## config.mk

```make
export PLATFORM = sky130hd
export DESIGN_NAME = registerFile
export DESIGN_NICKNAME = d
export VERILOG_FILES = /design/src/source/rv64Pkg.sv /design/src/source/registerFile.sv
export VERILOG_INCLUDE_DIRS = /design/src /design/src/source
export SDC_FILE = /design/constraint.sdc
export NUM_CORES = 2
export LEC_CHECK = 0
export ABC_AREA = 1
export ABC_CLOCK_PERIOD_IN_PS = 5100
export BUFFER_PORTS_ARGS = -buffer_cell sky130_fd_sc_hd__buf_2
export CELL_PAD_IN_SITES_DETAIL_PLACEMENT = 1
export CELL_PAD_IN_SITES_GLOBAL_PLACEMENT = 2
export CORE_MARGIN = 3
export CORE_UTILIZATION = 41
export CTS_CLUSTER_SIZE = 25
export DETAILED_ROUTE_END_ITERATION = 7
export PLACE_DENSITY = 0.92
export SETUP_SLACK_MARGIN = 0.1
export SLEW_MARGIN = 0
export SYNTH_ARGS = -nofsm -noshare
export SYNTH_HDL_FRONTEND = slang
export SYNTH_SLANG_ARGS = --single-unit
```

## constraint.sdc

```tcl
create_clock -name clock -period 5.1 [get_ports clock]
set_clock_uncertainty 0.1 [all_clocks]
set_input_delay 1.53 -clock clock [delete_from_list [all_inputs] [get_ports clock]]
set_output_delay 1.53 -clock clock [all_outputs]
set_load 0.1 [all_outputs]
```

## src/source/rv64Core_defs.svh

```systemverilog
// rv64 core constants
`ifndef RV64CORE_DEFS_SVH
`define RV64CORE_DEFS_SVH

// datapath widths
`define XLEN 64 // register and pc width
`define ILEN 32 // one instruction word
`define REG_COUNT 32 // x0 .. x31

// program store
`define ROM_DEPTH 100 // words
`define ROM_ADDR_WIDTH 7 // enough for 100 words

// major opcodes, bits [6:0] of the word
`define OPCODE_LUI 7'b0110111
`define OPCODE_AUIPC 7'b0010111
`define OPCODE_LOAD 7'b0000011
`define OPCODE_STORE 7'b0100011
`define OPCODE_OP 7'b0110011 // register-register
`define OPCODE_OP_IMM 7'b0010011 // register-immediate
`define OPCODE_OP_IMM_32 7'b0011011 // word-sized immediate ops
`define OPCODE_OP_32 7'b0111011 // word-sized register ops
`define OPCODE_JAL 7'b1101111
`define OPCODE_JALR 7'b1100111
`define OPCODE_BRANCH 7'b1100011
`define OPCODE_MISC_MEM 7'b0001111 // fence, fence.i
`define OPCODE_SYSTEM 7'b1110011 // ecall, ebreak, csr

`endif

```

## src/source/rv64Pkg.sv

```systemverilog
// rv64 core types
`default_nettype none

package rv64Pkg;

	`include "rv64Core_defs.svh"

	typedef logic [`ILEN-1:0] instrWord; // raw instruction
	typedef logic [`XLEN-1:0] xValue; // register contents
	typedef logic [`XLEN-1:0] pcValue; // word index, not byte address
	typedef logic [4:0] regIndex; // x0 .. x31
	typedef logic [`ROM_ADDR_WIDTH-1:0] romIndex;

	// two-beat sequencer
	typedef enum logic {
		beatFetch, // fetch, decode, run jumps
		beatRetire // step pc
	} beatState;

	// one value per decoded instruction
	typedef enum logic [6:0] {
		kindNone, // nothing fetched yet
		// upper immediates
		kindLui,
		kindAuipc,
		// loads
		kindLb, kindLbu, kindLh, kindLhu,
		kindLw, kindLwu, kindLd,
		// stores
		kindSb, kindSh, kindSw, kindSd,
		// register ops
		kindAdd, kindSub, kindSll, kindSlt, kindSltu,
		kindXor, kindSrl, kindSra, kindOr, kindAnd,
		// immediate ops
		kindAddi, kindSlti, kindSltiu, kindXori, kindOri,
		kindAndi, kindSlli, kindSrli, kindSrai,
		// 32-bit immediate ops
		kindAddiw, kindSlliw, kindSrliw, kindSraiw,
		// 32-bit register ops
		kindAddw, kindSubw, kindSllw, kindSrlw, kindSraw,
		// jumps, the only kinds that execute
		kindJal,
		kindJalr,
		// branches
		kindBeq, kindBne, kindBlt, kindBge, kindBltu, kindBgeu,
		// memory ordering
		kindFence,
		kindFencei,
		// environment and csr
		kindEcall, kindEbreak,
		kindCsrrw, kindCsrrs, kindCsrrc,
		kindCsrrwi, kindCsrrsi, kindCsrrci,
		kindIllegal // no table matched
	} instrKind;

endpackage

`default_nettype wire
```

## src/source/registerFile.sv

```systemverilog
// general register file
`timescale 1ns/1ps
`default_nettype none

`include "rv64Core_defs.svh"

module registerFile import rv64Pkg::*; (
	input logic clock,
	input logic reset_n,
	input logic writeEnable,
	input regIndex writeIndex,
	input xValue writeValue,
	input regIndex readIndex,
	output xValue readValue,
	output xValue linkView // x1, return address
);

	xValue regs [`REG_COUNT];

	always_ff @(posedge clock or negedge reset_n) begin
		if (!reset_n) begin
			for (int i = 0; i < `REG_COUNT; i++) begin
				regs[i] <= '0;
			end
		end else if (writeEnable && (writeIndex != '0)) begin // x0 never written
			regs[writeIndex] <= writeValue;
		end
	end

	// combinational read, x0 forced to zero
	assign readValue = (readIndex == '0) ? '0 : regs[readIndex];
	assign linkView = regs[1];

endmodule

`default_nettype wire

```

==> Implementation_results.wiki <==
{| class="wikitable"
! Metric !! Value
|-
| Clock-pin slew on the worst setup and hold paths || 0.06 ns
|-
| Final Cell Area || 109000 µm²
|-
| Library cell occupying the most area in the post-synthesis netlist || sky130_fd_sc_hd__dfrtp_1
|-
| Total global routing track utilization || 31.2%
|-
| Total met2 wirelength after detailed routing || 170000 µm
|-
| Syn Nets || between 10000 and 15000
|-
| Synthesis-stage register bit count || around 2000
|-
| Cell repeated most along the worst path || sky130_fd_sc_hd__buf_12
|-
| Top-area cell type share of the netlist area || a little over half
|-
| Outcome || complete, no violations
|-
| Max-slew violation total from the final report || 0
|-
| Final RePlAce weighted congestion || 0.852
|-
| Minimum clock period || 5.05 ns
|-
| Leakage power || 51.4 nW
|-
| Final ANT Viol Nets || 0
|-
| Sequential-to-total area share from yosys stat || 54.9%
|-
| Number of endpoints failing setup at the final stage || 0
|-
| Post-synthesis async set-or-reset flop share || 100%
|-
| Remaining global-route overflow || 0
|-
| Endpoint kind of the worst setup timing path || primary output
|-
| Number of search-and-repair iterations in the first detailed-routing pass || 5
|-
| Final HPWL DP || around 210000 µm
|-
| TritonCTS clock tree || built
|-
| Wire length of the first global-routing pass || 559000 µm
|-
| Post-Synthesis Mean Instance Area || 7.94 µm²
|-
| Count of port buffers added during placement || 204
|-
| Height of the die || between 400 and 500 µm
|-
| Top sig layer || met5
|-
| Fraction of final layout cells sized beyond drive strength 1 || 10.0%
|-
| Type of the tightest min-delay check || reg2reg
|-
| Critical path arrival || 3.42 ns
|-
| I/O pins || 205
|-
| Post-synth EDFFs || 0
|-
| Max-slew headroom || 17.6%
|-
| H-tree level count || 4
|-
| Wire length per cell || about 26 µm
|-
| Critical path's slowest cell || sky130_fd_sc_hd__nor2_2
|-
| Number of distinct library cells after synthesis || 20
|-
| Most frequent cells after synthesis || sky130_fd_sc_hd__nand2_1 (4222), sky130_fd_sc_hd__dfrtp_1 (2048), sky130_fd_sc_hd__nand3_1 (1603)
|-
| Number of max-cap violations || 0
|-
| Largest net degree at the start of global routing || 129
|-
| Cell-by-cell listing of the critical path || buf_16 > clkinv_16 > buf_16 > buf_4 > buf_12 > nand3_1 > nand3_1 > nand2_2 > nand2_1 > nand2_1 > nor2_2 > nor2_2 > buf_12 > buf_12
|-
| Number of vias after detailed routing || 85304
|-
| Fin nets || 11520
|-
| Period utilization || 99.0%
|-
| Layout area overhead || 16.4%
|-
| Post-Route M1 WL || approximately 160000 µm
|-
| Instance area after placement || 99300 µm²
|-
| CTS max path bufs || 3
|-
| Maximum single-stage delay on the critical path || 0.19 ns
|-
| Cell area after synthesis || 93300 µm²
|-
| Power density over the cells || 430 nW/µm²
|-
| Number of buffers inserted during clock tree synthesis || 215
|-
| Cell count after synthesis || between 10000 and 15000
|-
| Routed wire length || 372000 µm
|-
| Required time at the worst-slack endpoint || approximately 3.5 ns
|-
| Antenna violations before repair || 16
|-
| Final Hold Violating Endpoints || 0
|-
| Effective utilization at floorplan || about two fifths
|-
| Yosys warning total || 0
|-
| Top-count cell post-synth || sky130_fd_sc_hd__nand2_1
|-
| R2R depth || 2
|-
| Critical path peak fanout || 23
|-
| IR drop worst, VDD || 0.272 mV
|-
| Utilization after layout || 48.1%
|-
| Min-Delay Path Depth || 0
|-
| Clock sink count || between 2000 and 2500
|-
| Remaining design rule violation count || 0
|-
| Primary flip-flop cell chosen by synthesis mapping || sky130_fd_sc_hd__dfrtp_1
|-
| Transition time at the pin with the least slew margin || ~1.2 ns
|-
| Max Fclk || 0.198 GHz
|-
| Chip width || 483 µm
|-
| Starting DRC count in detailed routing || between 8000 and 9000
|-
| Worst Path Buf+Inv || 7
|-
| Detailed route wirelength on metal3 || 26500 µm
|-
| Vias per Instance || 5.84
|-
| Worst Slack Setup Final || 0.0485 ns
|-
| Cells taking the most area after synthesis || sky130_fd_sc_hd__dfrtp_1 (55%), sky130_fd_sc_hd__nand2_1 (17%), sky130_fd_sc_hd__nand3_1 (8.6%)
|-
| CTS Root Cell || sky130_fd_sc_hd__clkbuf_16
|-
| Top Family by Delay on Critical Path || buffers and inverters
|-
| Unrepaired setup endpoints after global routing || yes
|-
| Via count of the first global-routing pass || a little under 90000
|-
| Crit path kind || in2out
|-
| Setup crit start kind || primary input
|-
| Source-to-sink clock delay at the later pin of the worst-skew pair || 0.85 ns
|-
| Worst slack at placement || -0.0827 ns
|-
| Die area || 233000 µm²
|-
| Number of cells on the critical path || 14
|-
| Core box area || 226000 µm²
|-
| Std cell rows || 174
|}
[timing repair]
item | CTS | global route
gates cloned | 10 | 26
gates resized for setup | 37 | 107
hold buffers | 0 | 0
endpoints found under the setup margin | 47 | 63
buffers inserted | 6 | 20
pin swaps | 2 | 17
[sequential cells by signal (all words and copies together), names as in the netlist]
signal,cells
linkView,64
regs,1984
[through the flow]
step	setup TNS (ns)	hold WS, ns	total power [mW]	std cells
floorplan	0	0.329	26.9	11745
global placement	-0.177	0.265	29.5	14156
detailed placement	-0.130	0.267	30.1	14156
CTS	0	0.280	46.7	14554
global route	0	0.284	48.9	14602
finish	0	0.277	46.7	14605
[cell usage in the layout, fill, tap and decap left out, drive strengths merged]
master / instances
clkinv: 38
bufbuf: 4
nand3: 1604
diode: 5
bufinv: 21
inv: 80
nand2: 4222
o21ai: 1541
buf: 649
a21oi: 453
nor4: 1
nor2: 590
clkbuf: 342
dfrtp: 2048
nor3: 9
clkinvlp: 6
[per-layer routing]
| metal | GRT usage, % | up-vias |
|---|---|---|
| met1 | 42.6 | 44116 |
| met2 | 49.9 | 3046 |
| met4 | 11.9 | 16 |
| met3 | 5.24 | 725 |
| met5 | 0 | - |
| li1 | - | 37401 |
[final timing paths]
check	slack, ns	endpoint	startpoint
max in group asynchronous	2.91	regs[805]	reset_n
max reg2reg	4.06	linkView[15]	linkView[15]
min in group asynchronous	0.56	regs[1229]	reset_n
min	0.28	regs[2010]	regs[2010]
max	0.05	readValue[28]	readIndex[1]
min reg2reg	0.28	regs[2010]	regs[2010]
[kinds of logic (layout without fill, tap and decap cells)]
family                 count (synthesis)  after routing  synth area share, %
AOI/OAI and AO/OA                   1994           1994                 10.7
DFF                                 2048           2048                 54.9
buffers and inverters               1277           1140                 6.28
and+or+nand+nor                     6426           6426                 28.1
other                                  0              5                    0
[power by group]
group | leakage, nW | internal [mW] | total, mW | switching [mW]
combinational | 21.6 | 3.13 | 9.04 | 5.92
clock | 3.59 | 9.69 | 16.5 | 6.79
sequential | 26.2 | 19.4 | 21.2 | 1.85
[worst reg2reg max path: cells and delay by family, from the launching register on]
kind | cells | cell delay, ns
AOI/OAI and AO/OA | 1 | 0.11
DFF | 1 | 0.51
and+or+nand+nor | 1 | 0.14
[final cells by class]
class	count	area, µm²
diodes	5	12.5
multi-input cells	8420	36800
fillers	26608	117000
clock inverters	64	876
repair inverters	3	52.6
flip-flops and latches	2048	51200
clock buffers	318	6410
repair buffers	677	9070
well taps	2992	3740
inverters	78	358
No activity file was read; power rests on OpenSTA's default activity.
