File: src/source/rv64Core_defs.svh
// rv64 core constants
`ifndef RV64CORE_DEFS_SVH
`define RV64CORE_DEFS_SVH

// datapath widths
`define XLEN 64 // register and pc width
`define ILEN 32 // one instruction word
`define REG_COUNT 32 // x0 .. x31

// program store
`define ROM_DEPTH 100 // words
`define ROM_ADDR_WIDTH 7 // enough for 100 words

// major opcodes, bits [6:0] of the word
`define OPCODE_LUI 7'b0110111
`define OPCODE_AUIPC 7'b0010111
`define OPCODE_LOAD 7'b0000011
`define OPCODE_STORE 7'b0100011
`define OPCODE_OP 7'b0110011 // register-register
`define OPCODE_OP_IMM 7'b0010011 // register-immediate
`define OPCODE_OP_IMM_32 7'b0011011 // word-sized immediate ops
`define OPCODE_OP_32 7'b0111011 // word-sized register ops
`define OPCODE_JAL 7'b1101111
`define OPCODE_JALR 7'b1100111
`define OPCODE_BRANCH 7'b1100011
`define OPCODE_MISC_MEM 7'b0001111 // fence, fence.i
`define OPCODE_SYSTEM 7'b1110011 // ecall, ebreak, csr

`endif

File: src/source/rv64Pkg.sv
// rv64 core types
`default_nettype none

package rv64Pkg;

	`include "rv64Core_defs.svh"

	typedef logic [`ILEN-1:0] instrWord; // raw instruction
	typedef logic [`XLEN-1:0] xValue; // register contents
	typedef logic [`XLEN-1:0] pcValue; // word index, not byte address
	typedef logic [4:0] regIndex; // x0 .. x31
	typedef logic [`ROM_ADDR_WIDTH-1:0] romIndex;

	// two-beat sequencer
	typedef enum logic {
		beatFetch, // fetch, decode, run jumps
		beatRetire // step pc
	} beatState;

	// one value per decoded instruction
	typedef enum logic [6:0] {
		kindNone, // nothing fetched yet
		// upper immediates
		kindLui,
		kindAuipc,
		// loads
		kindLb, kindLbu, kindLh, kindLhu,
		kindLw, kindLwu, kindLd,
		// stores
		kindSb, kindSh, kindSw, kindSd,
		// register ops
		kindAdd, kindSub, kindSll, kindSlt, kindSltu,
		kindXor, kindSrl, kindSra, kindOr, kindAnd,
		// immediate ops
		kindAddi, kindSlti, kindSltiu, kindXori, kindOri,
		kindAndi, kindSlli, kindSrli, kindSrai,
		// 32-bit immediate ops
		kindAddiw, kindSlliw, kindSrliw, kindSraiw,
		// 32-bit register ops
		kindAddw, kindSubw, kindSllw, kindSrlw, kindSraw,
		// jumps, the only kinds that execute
		kindJal,
		kindJalr,
		// branches
		kindBeq, kindBne, kindBlt, kindBge, kindBltu, kindBgeu,
		// memory ordering
		kindFence,
		kindFencei,
		// environment and csr
		kindEcall, kindEbreak,
		kindCsrrw, kindCsrrs, kindCsrrc,
		kindCsrrwi, kindCsrrsi, kindCsrrci,
		kindIllegal // no table matched
	} instrKind;

endpackage

`default_nettype wire
File: src/source/instructionDecoder.sv
// rv64i instruction decoder
`timescale 1ns/1ps
`default_nettype none

`include "rv64Core_defs.svh"

module instructionDecoder import rv64Pkg::*; (
	input instrWord word,
	output instrKind kind,
	output xValue imm, // sign-extended, format from opcode
	output regIndex rd,
	output regIndex rs1
);

	logic [6:0] opcode;
	logic [2:0] func3;
	logic [6:0] func7;
	logic [11:0] func12;

	assign opcode = word[6:0];
	assign func3 = word[14:12];
	assign func7 = word[31:25];
	assign func12 = word[31:20]; // system ops only
	assign rd = word[11:7];
	assign rs1 = word[19:15];

	// kind lookup, opcode then func fields
	always_comb begin
		kind = kindIllegal; // anything unmatched
		case (opcode)
			`OPCODE_LUI: kind = kindLui;
			`OPCODE_AUIPC: kind = kindAuipc;
			`OPCODE_LOAD: begin
				case (func3)
					3'b000: kind = kindLb;
					3'b100: kind = kindLbu;
					3'b001: kind = kindLh;
					3'b101: kind = kindLhu;
					3'b010: kind = kindLw;
					3'b110: kind = kindLwu;
					3'b011: kind = kindLd;
					default: kind = kindIllegal;
				endcase
			end
			`OPCODE_STORE: begin
				case (func3)
					3'b000: kind = kindSb;
					3'b001: kind = kindSh;
					3'b010: kind = kindSw;
					3'b011: kind = kindSd;
					default: kind = kindIllegal;
				endcase
			end
			`OPCODE_OP: begin
				case (func3)
					3'b000: begin
						if (func7 == 7'b0000000) kind = kindAdd;
						else if (func7 == 7'b0100000) kind = kindSub;
					end
					3'b001: kind = kindSll;
					3'b010: kind = kindSlt;
					3'b011: kind = kindSltu;
					3'b100: kind = kindXor;
					3'b101: begin
						if (func7 == 7'b0000000) kind = kindSrl;
						else if (func7 == 7'b0100000) kind = kindSra;
					end
					3'b110: kind = kindOr;
					3'b111: kind = kindAnd;
				endcase
			end
			`OPCODE_OP_IMM: begin
				case (func3)
					3'b000: kind = kindAddi;
					3'b010: kind = kindSlti;
					3'b011: kind = kindSltiu;
					3'b100: kind = kindXori;
					3'b110: kind = kindOri;
					3'b111: kind = kindAndi;
					3'b001: kind = kindSlli;
					3'b101: begin // shamt is 6 bits here, so only [31:26] selects
						if (func7[6:1] == 6'b000000) kind = kindSrli;
						else if (func7[6:1] == 6'b010000) kind = kindSrai;
					end
				endcase
			end
			`OPCODE_OP_IMM_32: begin
				case (func3)
					3'b000: kind = kindAddiw;
					3'b001: kind = kindSlliw;
					3'b101: begin
						if (func7 == 7'b0000000) kind = kindSrliw;
						else if (func7 == 7'b0100000) kind = kindSraiw;
					end
					default: kind = kindIllegal;
				endcase
			end
			`OPCODE_OP_32: begin
				case (func3)
					3'b000: begin
						if (func7 == 7'b0000000) kind = kindAddw;
						else if (func7 == 7'b0100000) kind = kindSubw;
					end
					3'b001: kind = kindSllw;
					3'b101: begin
						if (func7 == 7'b0000000) kind = kindSrlw;
						else if (func7 == 7'b0100000) kind = kindSraw;
					end
					default: kind = kindIllegal;
				endcase
			end
			`OPCODE_JAL: kind = kindJal;
			`OPCODE_JALR: kind = kindJalr;
			`OPCODE_BRANCH: begin
				case (func3)
					3'b000: kind = kindBeq;
					3'b001: kind = kindBne;
					3'b100: kind = kindBlt;
					3'b101: kind = kindBge;
					3'b110: kind = kindBltu;
					3'b111: kind = kindBgeu;
					default: kind = kindIllegal;
				endcase
			end
			`OPCODE_MISC_MEM: begin
				if (func3 == 3'b000) kind = kindFence;
				else if (func3 == 3'b001) kind = kindFencei;
			end
			`OPCODE_SYSTEM: begin
				case (func3)
					3'b000: begin // func12 picks the environment call
						if (func12 == 12'h000) kind = kindEcall;
						else if (func12 == 12'h001) kind = kindEbreak;
					end
					3'b001: kind = kindCsrrw;
					3'b010: kind = kindCsrrs;
					3'b011: kind = kindCsrrc;
					3'b101: kind = kindCsrrwi;
					3'b110: kind = kindCsrrsi;
					3'b111: kind = kindCsrrci;
					default: kind = kindIllegal;
				endcase
			end
			default: kind = kindIllegal;
		endcase
	end

	// immediate by format
	always_comb begin
		case (opcode)
			`OPCODE_LOAD, `OPCODE_OP_IMM, `OPCODE_OP_IMM_32, `OPCODE_JALR,
			`OPCODE_MISC_MEM, `OPCODE_SYSTEM: // i-type
				imm = {{(`XLEN-12){word[31]}}, word[31:20]};
			`OPCODE_STORE: // s-type, split field
				imm = {{(`XLEN-12){word[31]}}, word[31:25], word[11:7]};
			`OPCODE_BRANCH: // b-type, bit 0 implied
				imm = {{(`XLEN-13){word[31]}}, word[31], word[7], word[30:25], word[11:8], 1'b0};
			`OPCODE_LUI, `OPCODE_AUIPC: // u-type, upper 20 bits
				imm = {{(`XLEN-32){word[31]}}, word[31:12], 12'b0};
			`OPCODE_JAL: // j-type, scrambled order
				imm = {{(`XLEN-21){word[31]}}, word[31], word[19:12], word[20], word[30:21], 1'b0};
			default: imm = '0; // r-type and unknown
		endcase
	end

endmodule

`default_nettype wire

File: config.mk
export PLATFORM = sky130hd
export DESIGN_NAME = instructionDecoder
export DESIGN_NICKNAME = d
export VERILOG_FILES = /design/src/source/rv64Pkg.sv /design/src/source/instructionDecoder.sv
export VERILOG_INCLUDE_DIRS = /design/src /design/src/source
export SDC_FILE = /design/constraint.sdc
export NUM_CORES = 1
export LEC_CHECK = 0
export BUFFER_PORTS_ARGS = -buffer_cell sky130_fd_sc_hd__buf_2
export CAP_MARGIN = 15
export CELL_PAD_IN_SITES_DETAIL_PLACEMENT = 1
export CELL_PAD_IN_SITES_GLOBAL_PLACEMENT = 1
export CORE_UTILIZATION = 29
export DETAILED_ROUTE_END_ITERATION = 7
export PLACE_DENSITY = 0.88
export SLEW_MARGIN = 25
export SYNTH_ARGS = -nofsm -noshare
export SYNTH_HDL_FRONTEND = slang
export SYNTH_SLANG_ARGS = --single-unit
File: constraint.sdc
create_clock -name vclk -period 3.3
set_clock_uncertainty 0.1 [all_clocks]
set_input_delay 0.33 -clock vclk [all_inputs]
set_output_delay 0.33 -clock vclk [all_outputs]
set_load 0.005 [all_outputs]
==> out/metrics.yaml <==
fin_crit_ns: 2.57
yosysWarnings: 0
antennaDiodeCount: 0
vias_per_cell: 5.70
cp_slowest_cell: "a21oi_1"
cap_violations: 0
io_buffers: 112
holdPathStages: 2
rsz0062_at_grt: "false"
utilization: 0.342
synth_area_leader_cell: "buf_4"
area_growth_syn_to_layout_pct: 12.8
drt_iter0_drc: 165
place_congestion: 0.977
antenna_found_initial: 0
num-nets-final: 371
slew_headroom: 0.478
hold_viol_final: 0
synth_commonest_cells: "buf_4, nand2_1, nor2_1"
postCtsHoldBufs: 0
min_from: "word[18]"
path_class: "primary input to output port"
track_usage: 0.202
synth_cells: 292
coreArea_mm2: 0.00599
synth_nets: 324
worstHoldEndpoint: "rs1[3]"
clock_buffers: 0
finalMaxSlewViolations: 0
fin_tns_setup_ns: 0
routed_wl_um: 6760
synthesis.area_mm2: 0.00182
io_pins: 113
syn_avg_cell_area_um2: 6.22
drive_above_1_share: 0.368
cp_max_fo: 19
seq_area_um2: 0
cts_resized: 0
crit_arrival_ns: 2.14
p_leak_nw: 1.11
cts_setup_buffers: 0
dieArea_mm2: 0.00659
grt_pass1_vias: 2179
peakVddDrop_mv: 0.0572
worstMarginPinSlew_ns: 0.783
firstDrtPassIters: 4
setup_viol: 0
synth.area.top_cells: "buf_4, nand2_1, a21o_1"
max_freq_ghz: 0.389
drcViolationCount: 0
seq_area_frac_synth: 0
wire_per_inst_um: 16.4
synth_cell_types: 60
end_kind: "output port"
grt_pass1_wl_um: 10800
grt_max_degree: 34
std_cell_rows: 28
die_w_um: 81.2
synth_top_area_frac: 0.178
die_y_um: 81.2
start_util: 0.303
min_path_type: "primary input to output port"
dpl.hpwl_um: 5280
powerDensity_mw_per_mm2: 91.8
ant_nets: 0
synth.most_common_cell: "buf_4"
critPathTopFamily: "compound AO/OA/AOI/OAI gates"
critPathRequiredTime_ns: 2.87
grt_overflow: 0
start_kind: "primary input"
path_buf_inv: 2
status: "completed"
fin_crit_sh: 0.779
path_cells: "buf_2, or2_2, a21oi_1, o21bai_1, a21oi_1, a21o_2, buf_2"
crit_path_max_incr_delay_ns: 0.65
seq_cell_count: 0
vias: 2348
## power breakdown
part | internal, mW | leakage, nW | switching (mW) | total (mW)
clock | 0 | 0 | 0 | 0
combinational | 0.0733 | 1.11 | 0.115 | 0.188
sequential | 0 | 0 | 0 | 0
total | 0.0733 | 1.11 | 0.115 | 0.188
## layer usage
| layer | vias to the layer above | wire (um) | global-route usage |
|---|---|---|---|
| met3 | 6 | 464 | 0.00562 |
| met4 | 0 | 51 | 0.0232 |
| met5 | - | 0 | 0 |
| li1 | 1118 | - | - |
| met1 | 1102 | 3140 | 0.293 |
| met2 | 122 | 3110 | 0.338 |
## area by class of cell
type / instances / area (um2)
fillers: 846 / 3940
repair buffers: 113 / 568
multi-input cells: 221 / 1380
inverters: 3 / 11.3
well taps: 75 / 93.8
## worst max path at each step
stage,from,endpoint,slack [ns],cells past startpoint
6_report,word[3],imm[28],0.73,7
5_1_grt,word[4],kind[5],0.52,7
4_1_cts,word[3],imm[28],0.73,7
3_5_place_dp,word[3],imm[28],0.74,7
3_3_place_gp,word[3],imm[28],0.74,7
2_1_floorplan,word[4],imm[32],0.33,7
## layout by cell type, fill, tap and decap left out, types with 5 or more instances in the layout
master | netlist | routed
and2_1 | 11 | 11
a31oi_1 | 7 | 7
nand3_1 | 7 | 7
or3_1 | 6 | 6
a21oi_1 | 15 | 15
o21ai_0 | 11 | 11
nor2_1 | 24 | 24
nor3_1 | 5 | 5
nor2b_1 | 7 | 7
buf_2 | 10 | 112
a211oi_1 | 6 | 6
or4_1 | 5 | 5
nand4_1 | 6 | 6
a21o_1 | 14 | 14
nand2_1 | 33 | 33
## per-stage QoR
stage / cells / hold slack [ns] / power (mW) / cell area [um2] / setup slack, ns
global route: 412 / 0.750 / 0.207 / 2050 / 0.525
finish: 412 / 0.741 / 0.188 / 2050 / 0.731
global placement: 412 / 0.741 / 0.183 / 2050 / 0.739
detailed placement: 412 / 0.744 / 0.187 / 2050 / 0.736
floorplan: 292 / 0.641 / 0.132 / 1820 / 0.332
CTS: 412 / 0.744 / 0.187 / 2050 / 0.734
## cells by family (layout without fill, tap and decap cells)
family          after synthesis  after routing  share of synthesized area
compound gates               87             87                      0.342
xor+xnor                      1              1                    0.00482
fa+ha+maj                     1              1                    0.00551
buf+inv                      71            116                      0.242
mux                           2              2                     0.0117
other cells                   1              1                    0.00206
simple gates                129            129                      0.392
No activity file was read; power rests on OpenSTA's default activity.
