--- src/source/rv64Core_defs.svh ---
// rv64 core constants
`ifndef RV64CORE_DEFS_SVH
`define RV64CORE_DEFS_SVH

// datapath widths
`define XLEN 64 // register and pc width
`define ILEN 32 // one instruction word
`define REG_COUNT 32 // x0 .. x31

// program store
`define ROM_DEPTH 100 // words
`define ROM_ADDR_WIDTH 7 // enough for 100 words

// major opcodes, bits [6:0] of the word
`define OPCODE_LUI 7'b0110111
`define OPCODE_AUIPC 7'b0010111
`define OPCODE_LOAD 7'b0000011
`define OPCODE_STORE 7'b0100011
`define OPCODE_OP 7'b0110011 // register-register
`define OPCODE_OP_IMM 7'b0010011 // register-immediate
`define OPCODE_OP_IMM_32 7'b0011011 // word-sized immediate ops
`define OPCODE_OP_32 7'b0111011 // word-sized register ops
`define OPCODE_JAL 7'b1101111
`define OPCODE_JALR 7'b1100111
`define OPCODE_BRANCH 7'b1100011
`define OPCODE_MISC_MEM 7'b0001111 // fence, fence.i
`define OPCODE_SYSTEM 7'b1110011 // ecall, ebreak, csr

`endif

--- src/source/rv64Pkg.sv ---
// rv64 core types
`default_nettype none

package rv64Pkg;

	`include "rv64Core_defs.svh"

	typedef logic [`ILEN-1:0] instrWord; // raw instruction
	typedef logic [`XLEN-1:0] xValue; // register contents
	typedef logic [`XLEN-1:0] pcValue; // word index, not byte address
	typedef logic [4:0] regIndex; // x0 .. x31
	typedef logic [`ROM_ADDR_WIDTH-1:0] romIndex;

	// two-beat sequencer
	typedef enum logic {
		beatFetch, // fetch, decode, run jumps
		beatRetire // step pc
	} beatState;

	// one value per decoded instruction
	typedef enum logic [6:0] {
		kindNone, // nothing fetched yet
		// upper immediates
		kindLui,
		kindAuipc,
		// loads
		kindLb, kindLbu, kindLh, kindLhu,
		kindLw, kindLwu, kindLd,
		// stores
		kindSb, kindSh, kindSw, kindSd,
		// register ops
		kindAdd, kindSub, kindSll, kindSlt, kindSltu,
		kindXor, kindSrl, kindSra, kindOr, kindAnd,
		// immediate ops
		kindAddi, kindSlti, kindSltiu, kindXori, kindOri,
		kindAndi, kindSlli, kindSrli, kindSrai,
		// 32-bit immediate ops
		kindAddiw, kindSlliw, kindSrliw, kindSraiw,
		// 32-bit register ops
		kindAddw, kindSubw, kindSllw, kindSrlw, kindSraw,
		// jumps, the only kinds that execute
		kindJal,
		kindJalr,
		// branches
		kindBeq, kindBne, kindBlt, kindBge, kindBltu, kindBgeu,
		// memory ordering
		kindFence,
		kindFencei,
		// environment and csr
		kindEcall, kindEbreak,
		kindCsrrw, kindCsrrs, kindCsrrc,
		kindCsrrwi, kindCsrrsi, kindCsrrci,
		kindIllegal // no table matched
	} instrKind;

endpackage

`default_nettype wire
--- src/source/fetchSequencer.sv ---
// two-beat fetch sequencer
`timescale 1ns/1ps
`default_nettype none

`include "rv64Core_defs.svh"

module fetchSequencer import rv64Pkg::*; (
	input logic clock,
	input logic reset_n,
	input logic loadEnable, // holds everything while the rom loads
	input instrWord fetchWord,
	input rv64Pkg::instrKind kind, // decoded from fetchWord
	input xValue imm,
	input regIndex rd,
	input xValue rs1Value,
	output romIndex fetchIndex,
	output logic writeEnable, // link write for jumps
	output regIndex writeIndex,
	output xValue writeValue,
	output pcValue pc,
	output beatState beat,
	output instrWord instruction, // last fetched word
	output rv64Pkg::instrKind instrKind,
	output xValue immView
);

	logic isJump;
	pcValue nextPc;
	pcValue jumpTarget;
	xValue jumpOffset;

	assign fetchIndex = pc[`ROM_ADDR_WIDTH-1:0]; // low bits address the rom
	assign nextPc = pc + 1'b1;
	assign isJump = (kind == kindJal) || (kind == kindJalr);
	assign jumpOffset = $signed(imm) >>> 2; // byte offset to words, sign kept

	// link write happens on the fetch edge itself
	assign writeEnable = !loadEnable && (beat == beatFetch) && isJump;
	assign writeIndex = rd;
	assign writeValue = nextPc; // return to the following word

	// targets are word indices
	always_comb begin
		if (kind == kindJalr) begin
			jumpTarget = rs1Value + imm;
		end else begin
			jumpTarget = pc + jumpOffset;
		end
	end

	always_ff @(posedge clock or negedge reset_n) begin
		if (!reset_n) begin
			pc <= '0;
			beat <= beatFetch;
			instruction <= '0;
			instrKind <= kindNone;
			immView <= '0;
		end else if (!loadEnable) begin
			case (beat)
				beatFetch: begin
					instruction <= fetchWord;
					instrKind <= kind;
					immView <= imm;
					if (isJump) begin
						pc <= jumpTarget; // one-cycle jump, stay in fetch
					end else begin
						beat <= beatRetire;
					end
				end
				beatRetire: begin
					pc <= nextPc;
					beat <= beatFetch;
				end
				default: beat <= beatFetch;
			endcase
		end
	end

endmodule

`default_nettype wire

--- config.mk ---
export PLATFORM = sky130hd
export DESIGN_NAME = fetchSequencer
export DESIGN_NICKNAME = d
export VERILOG_FILES = /design/src/source/rv64Pkg.sv /design/src/source/fetchSequencer.sv
export VERILOG_INCLUDE_DIRS = /design/src /design/src/source
export SDC_FILE = /design/constraint.sdc
export NUM_CORES = 1
export LEC_CHECK = 0
export ABC_AREA = 1
export BUFFER_PORTS_ARGS = -buffer_cell sky130_fd_sc_hd__buf_2
export CORE_MARGIN = 3
export CORE_UTILIZATION = 35
export CTS_BUF_LIST = sky130_fd_sc_hd__clkbuf_16
export CTS_CLUSTER_SIZE = 40
export DETAILED_ROUTE_END_ITERATION = 7
export SETUP_SLACK_MARGIN = 0.3
export SYNTH_ARGS = -nofsm -noshare
export SYNTH_HDL_FRONTEND = slang
export SYNTH_SLANG_ARGS = --single-unit
--- constraint.sdc ---
create_clock -name clock -period 6.39 [get_ports clock]
set_clock_uncertainty 0.2 [all_clocks]
set_input_delay 0.639 -clock clock [delete_from_list [all_inputs] [get_ports clock]]
set_output_delay 0.639 -clock clock [all_outputs]
set_load 0.01 [all_outputs]
==> flow_summary.ini, run 1 <==
[run_status]
outcome = complete, but fails checks
violations = DRC

[power]
peakVddDrop_v = 0.0002593
p_leak_nw = 13.35
switching_share_pct = 55.64
clockPowerShare_pct = 12.6
switchingPower_mw = 5.002
power.density_mw_per_mm2 = 381.3
pwr-share-comb_pct = 63.6
power_frac_seq_pct = 23.8
power.internal_mw = 3.988

[placed_design]
place_congestion = 1.017
dpl.hpwl_mm = 79.35
io_buffers = 409

[worst_setup_path]
cp_max_fo = 8
r2r_slack_ps = 3220
slowest_stage = dfrtp_1
reg2reg_from = pc[0]$_DFFE_PN0P_
regToRegEndpoint = pc[60]$_DFFE_PN0P_
cp-end-kind = primary output
cp_data_required_time_ps = 5550
arrival_ps = 3220
cp_top_family = simple AND/OR/NAND/NOR gates
worst_setup_path_start_kind = flip-flop
critPathMaxStageDelay_ps = 550
worst-path-stages = 8
path_class = flip-flop to primary output
path_cells = ha_1 -> nand3_2 -> nor2_1 -> inv_1 -> nor2_2 -> nand2_1 -> xor2_1 -> buf_2
cp_num_buf_inv = 2
ff2ff_path_depth = 16

[sta]
finalCriticalPeriod_ps = 4063
finalCritPeriodShare_pct = 63.59
setup-tns-final_ps = 0
tightest_slew_ps = 902.3
fmax_mhz = 246.1
final-setup-viol-count = 0
slew_headroom_pct = 39.85
hold_viol_final = 0
report.final.slew_viol_count = 0
rsz0062_at_grt = false

[global_routing]
grt_pass1_wl_mm = 138.7
overflow = 0
grt_pass1_vias = 22550
grtUsageMet3_pct = 5.464
grt_max_degree = 74
grt_use_met2_pct = 49.99
busiest_layer = met2
track_usage_pct = 30.87
antenna_found_initial = 0
use_met1_pct = 41.06

[clocking]
ctsResizeCount = 0
cts.hold.buffers_added = 1
post_cts_buffers = 0
cts_tree = built
clock_latency_ps = 500
max-clock-path-buffers = 2
cts_root_buf = clkbuf_16
cts_sinks = 168
cts_buffers = 17
clkTransAtPathRegs_ps = 70
cts_max_level = 4

[layout]
final_cell_mix = nand2_1, inv_1, buf_2
drive_above_1_share_pct = 15.60
final_core_util_pct = 41.58
final.fill_count = 6381
fin_nets = 4106
final-seq-area_mm2 = 0.004204
n_antenna_cell = 0
area_growth_pct = 16.81
multi_input_comb_area_mm2 = 0.01348
final_common_cell = nand2_1

[yosys]
synth_flop_cell = dfrtp_1
synth_top_area_cell = nand2_1
netlist_area_mm2 = 0.02019
synth_fp_nets = 3730
synth_edf_count = 0
syn_inst = 3426
ys_ff_latch = 168
async_flop_share_pct = 100.0
ys_seq_area_share_pct = 20.83
yosysUniqueCellTypes = 52
synth_top_area_share_pct = 22.89
ys_top_cells_by_area = nand2_1, dfrtp_1, inv_1, ha_1, nand3_1
yosys_warnings = 0
avgSynthCellArea_um2 = 5.892

[floorplan]
die_h_um = 246.2
dieArea_mm2 = 0.06059
io-pin-count = 420
start_util_pct = 35.59
die_w_um = 246.2
core_area_mm2 = 0.05671
std_cell_rows = 87

[drt]
num_vias = 23930
ant_nets = 0
wl_per_cell_um = 20.77
drc = 2
dr.pass1.iters = 8
totalWireLength_mm = 94.93
vias_per_cell = 5.234
drt-initial-drc-count = 2205

[hold_path]
whs_endpoint = instruction[0]$_DFFE_PN0P_
min_from = fetchWord[0]
hold_depth = 2
hold_class = input port to flip-flop

[job]
maxCapViolCount = 0
-- cell families (layout without fill, tap and decap cells) --
family	count (synthesis)	after routing	synth area share [%]
compound gates	363	363	9.694
xor+xnor	70	70	3.074
fa+ha+maj	129	129	8.070
buf+inv	648	1037	12.42
flops	168	168	20.83
mux	99	99	5.523
simple gates	1949	1949	40.40
-- power groups by stage --
stage                     combinational, mW  sequential (mW)  clock, mW
after floorplan                        3.43             1.99          0
after global routing                   6.34             2.18       1.19
final                                  5.71             2.14       1.13
after CTS                              5.65             2.11       1.16
after detailed placement               5.63             2.13          0
after global placement                 5.61             2.13          0
-- area by class of cell --
| class | instances | share of cell area [%] |
|---|---|---|
| Clock buffer | 17 | 1.804 |
| Clock inverter | 15 | 0.7429 |
| Inverter | 583 | 9.281 |
| Multi-Input combinational cell | 2610 | 57.19 |
| Sequential cell | 168 | 17.83 |
| Tap cell | 756 | 4.012 |
| Timing Repair Buffer | 422 | 9.143 |
-- how the worst max path moves through the flow --
stage	start	to	slack [ps]
finish	pc[0]$_DFFE_PN0P_	writeValue[30]	2330
global route	pc[0]$_DFFE_PN0P_	writeValue[30]	2220
CTS	pc[0]$_DFFE_PN0P_	writeValue[30]	2350
detailed placement	imm[41]	pc[51]$_DFFE_PN0P_	2880
global placement	imm[41]	pc[51]$_DFFE_PN0P_	2850
floorplan	imm[0]	pc[28]$_DFFE_PN0P_	3750
-- synthesized netlist by cell type, types with 5 or more instances --
library cell,number
a21oi_1,184
nor2_4,5
ha_1,127
nand2_1,1231
o22ai_1,5
nor3_1,55
nand4_1,34
xnor2_1,14
o21ai_1,5
buf_1,7
dfrtp_1,168
nor3_2,6
o211ai_1,14
buf_2,10
inv_1,579
nor4_1,8
xor2_1,55
o21ai_0,116
o21bai_1,32
mux2_2,99
clkbuf_1,34
buf_4,12
nor2_2,5
nand3_1,252
nand3b_1,32
or2_2,10
nor2_1,288
-- per-stage QoR --
stage               setup WS, ps  hold slack (ps)  instance area [µm²]  total power [mW]  cells
finish                      2327            170.3                23580             8.990   4571
global placement            2850            283.9                22970             7.741   4538
detailed placement          2879            289.5                22970             7.757   4538
floorplan                   3752            143.4                20190             5.426   3426
CTS                         2347            134.7                23580             8.924   4571
global route                2224            148.3                23580             9.710   4571
-- sequential cells by signal, indices dropped and copies added (netlist names) --
signal / cells
instrKind: 7
instruction: 32
pc: 64
immView: 64
beat: 1
-- layer usage --
metal	vias to the layer above	part of all wire [%]
li1	11610	-
met1	11070	42
met2	1091	45
met3	160	9.1
met4	0	3.7
met5	-	0
No activity file was read; power rests on OpenSTA's default activity.
==> run 2: changes to the inputs <==
==> constraint.sdc (replaced) <==
create_clock -name clock -period 3.5 [get_ports clock]
set_clock_uncertainty 0.2 [all_clocks]
set_input_delay 0.35 -clock clock [delete_from_list [all_inputs] [get_ports clock]]
set_output_delay 0.35 -clock clock [all_outputs]
set_load 0.01 [all_outputs]
==> run 2 against run 1 <==
The flow now finishes without violations. First-iteration DRC count is 2.3% lower. Register-to-register slack worse by 2700 ps. Routed wire length is 3.8% higher. Sequential cell count stayed put. Final cell count is 3.2% higher. Sequential share of layout area is 0.92 points lower. Clock power is 81% higher. Utilization is 2.8 points higher. Worst setup slack worse by 2000 ps. Die area stayed put. Combinational power is 94% higher.
==> flow_summary.ini, run 2 (same netlist as run 1, synthesis figures left out) <==
[sta]
tightest_slew_ps = 829.9
report.final.slew_viol_count = 0
setup-tns-final_ps = 0
fmax_mhz = 314.2
finalCritPeriodShare_pct = 90.92
rsz0062_at_grt = true
slew_headroom_pct = 44.28
final-setup-viol-count = 0
hold_viol_final = 0
finalCriticalPeriod_ps = 3182

[run_status]
outcome = completed

[power]
peakVddDrop_v = 0.0004913
pwr-share-comb_pct = 65.2
power.internal_mw = 7.524
p_leak_nw = 13.98
switchingPower_mw = 9.444
switching_share_pct = 55.66
power_frac_seq_pct = 22.8
power.total_mw = 16.97
clockPowerShare_pct = 12.0
power.density_mw_per_mm2 = 673.6

[clocking]
max-clock-path-buffers = 2
clock_latency_ps = 520
clkTransAtPathRegs_ps = 90
cts_max_level = 4
cts_tree = built
cts_root_buf = clkbuf_16
cts_sinks = 168
cts_buffers = 17

[floorplan]
std_cell_rows = 87
die_h_um = 246.2
start_util_pct = 35.59
io-pin-count = 420
dieArea_mm2 = 0.06059
die_w_um = 246.2
core_area_mm2 = 0.05671

[global_routing]
antenna_found_initial = 2
grt_pass1_wl_mm = 143.9
grt_pass1_vias = 23420
overflow = 0
track_usage_pct = 31.98
grt_max_degree = 104

[layout]
final_cell_mix = nand2_1, inv_1, buf_2
largestRegisters = immView: 64 flops, pc: 64 flops, instruction: 32 flops
final.fill_count = 6148
final-seq-area_mm2 = 0.004259
multi_input_comb_area_mm2 = 0.01366
final_cells = 4716
area_growth_pct = 24.79
drive_above_1_share_pct = 18.14
fin_nets = 4250
final_common_cell = nand2_1

[drt]
num_vias = 24310
met2WireLength_mm = 44.58
dr.pass1.iters = 6
drt-initial-drc-count = 2154
ant_nets = 0
met3_length_mm = 8.114
vias_per_cell = 5.155
totalWireLength_mm = 98.53
drc = 0
wl_per_cell_um = 20.89
wl_met1_mm = 42.12
top_layer = met5

[placed_design]
dp_cells = 4573
place_congestion = 1.003
dpl.hpwl_mm = 80.98
io_buffers = 409

[worst_setup_path]
ff2ff_path_depth = 15
arrival_ps = 2630
worst_setup_path_start_kind = flip-flop
cp-end-kind = primary output
cp_data_required_time_ps = 2950
path_class = flip-flop to primary output
cp_max_fo = 5

[job]
maxCapViolCount = 0

[hold_path]
hold_depth = 2
hold_class = input port to flip-flop
run 2: cell types whose count changed in the layout (fill, tap and decap cells not counted), moves of 5 or more:
| cell | delta |
|---|---|
| dlygate4sd3_1 | +96 |
| dfrtp_1 | -44 |
| nand3_1 | -5 |
| buf_12 | +6 |
| nor3_2 | +7 |
| buf_4 | +42 |
| nor2_1 | -7 |
| nor3_1 | -8 |
| nor2_2 | +5 |
| dfrtp_2 | +44 |
run 2: final timing paths:
path                            slack (ps)                     from                     endpoint
worst max-delay path                   320       pc[25]$_DFFE_PN0P_               writeValue[59]
worst min-delay path                    30                  imm[63]      immView[63]$_DFFE_PN0P_
worst max register to register         480        pc[0]$_DFFE_PN0P_           pc[46]$_DFFE_PN0P_
worst min register to register         300  immView[24]$_DFFE_PN0P_      immView[24]$_DFFE_PN0P_
max in group asynchronous             2010                  reset_n           pc[57]$_DFFE_PN0P_
min in group asynchronous              160                  reset_n  instruction[29]$_DFFE_PN0P_
run 2: cell type report:
class | count | area share (%)
multi-input cells | 2610 | 54.22
flip-flops and latches | 168 | 16.91
repair buffers | 566 | 14.10
inverters | 583 | 8.687
well taps | 756 | 3.755
clock buffers | 17 | 1.689
clock inverters | 15 | 0.6308
diodes | 1 | 0.009934
run 2: power groups by stage:
stage / logic [mW] / registers, mW / clock network, mW
CTS: 10.8 / 3.80 / 2.08
floorplan: 6.27 / 3.64 / 0
detailed placement: 10.6 / 3.81 / 0
finish: 11.1 / 3.87 / 2.04
global placement: 10.6 / 3.81 / 0
global route: 12.2 / 3.93 / 2.14
run 2: worst max-delay path: stages (launching register included):
cell and delay, ps:
dfrtp_1 550, nand2_1 120, nor3_1 240, nand2_1 130, nor2_1 350, nand4_1 220, or2_1 270, nand2_1 90
buf_2 150
run 2: per-stage QoR:
step / area (µm²) / setup slack [ps] / util (%) / hold slack, ps
2_1_floorplan: 20190 / 1020 / - / -145.6
3_3_place_gp: 23310 / 257.8 / 41.09 / 153.1
3_5_place_dp: 23310 / 271.9 / 41.09 / 151.9
4_1_cts: 25000 / 267.0 / 44.07 / 2.741
5_1_grt: 25190 / 252.5 / 44.41 / 25.37
6_report: 25190 / 317.8 / 44.42 / 32.35
run 2: routing by layer:
layer	vias to the layer above	GRT usage [%]
met3	178	6.247
met5	-	0
li1	11870	-
met1	11250	41.61
met4	4	11.83
met2	1004	52.38
run 2: timing repair:
action	4_1_cts	5_1_grt
setup endpoints to repair	34	45
endpoints found under the hold margin	140	0
setup buffers	6	7
pin swaps	2	3
hold buffers	97	0
gates resized for setup	35	48
gates cloned	0	0
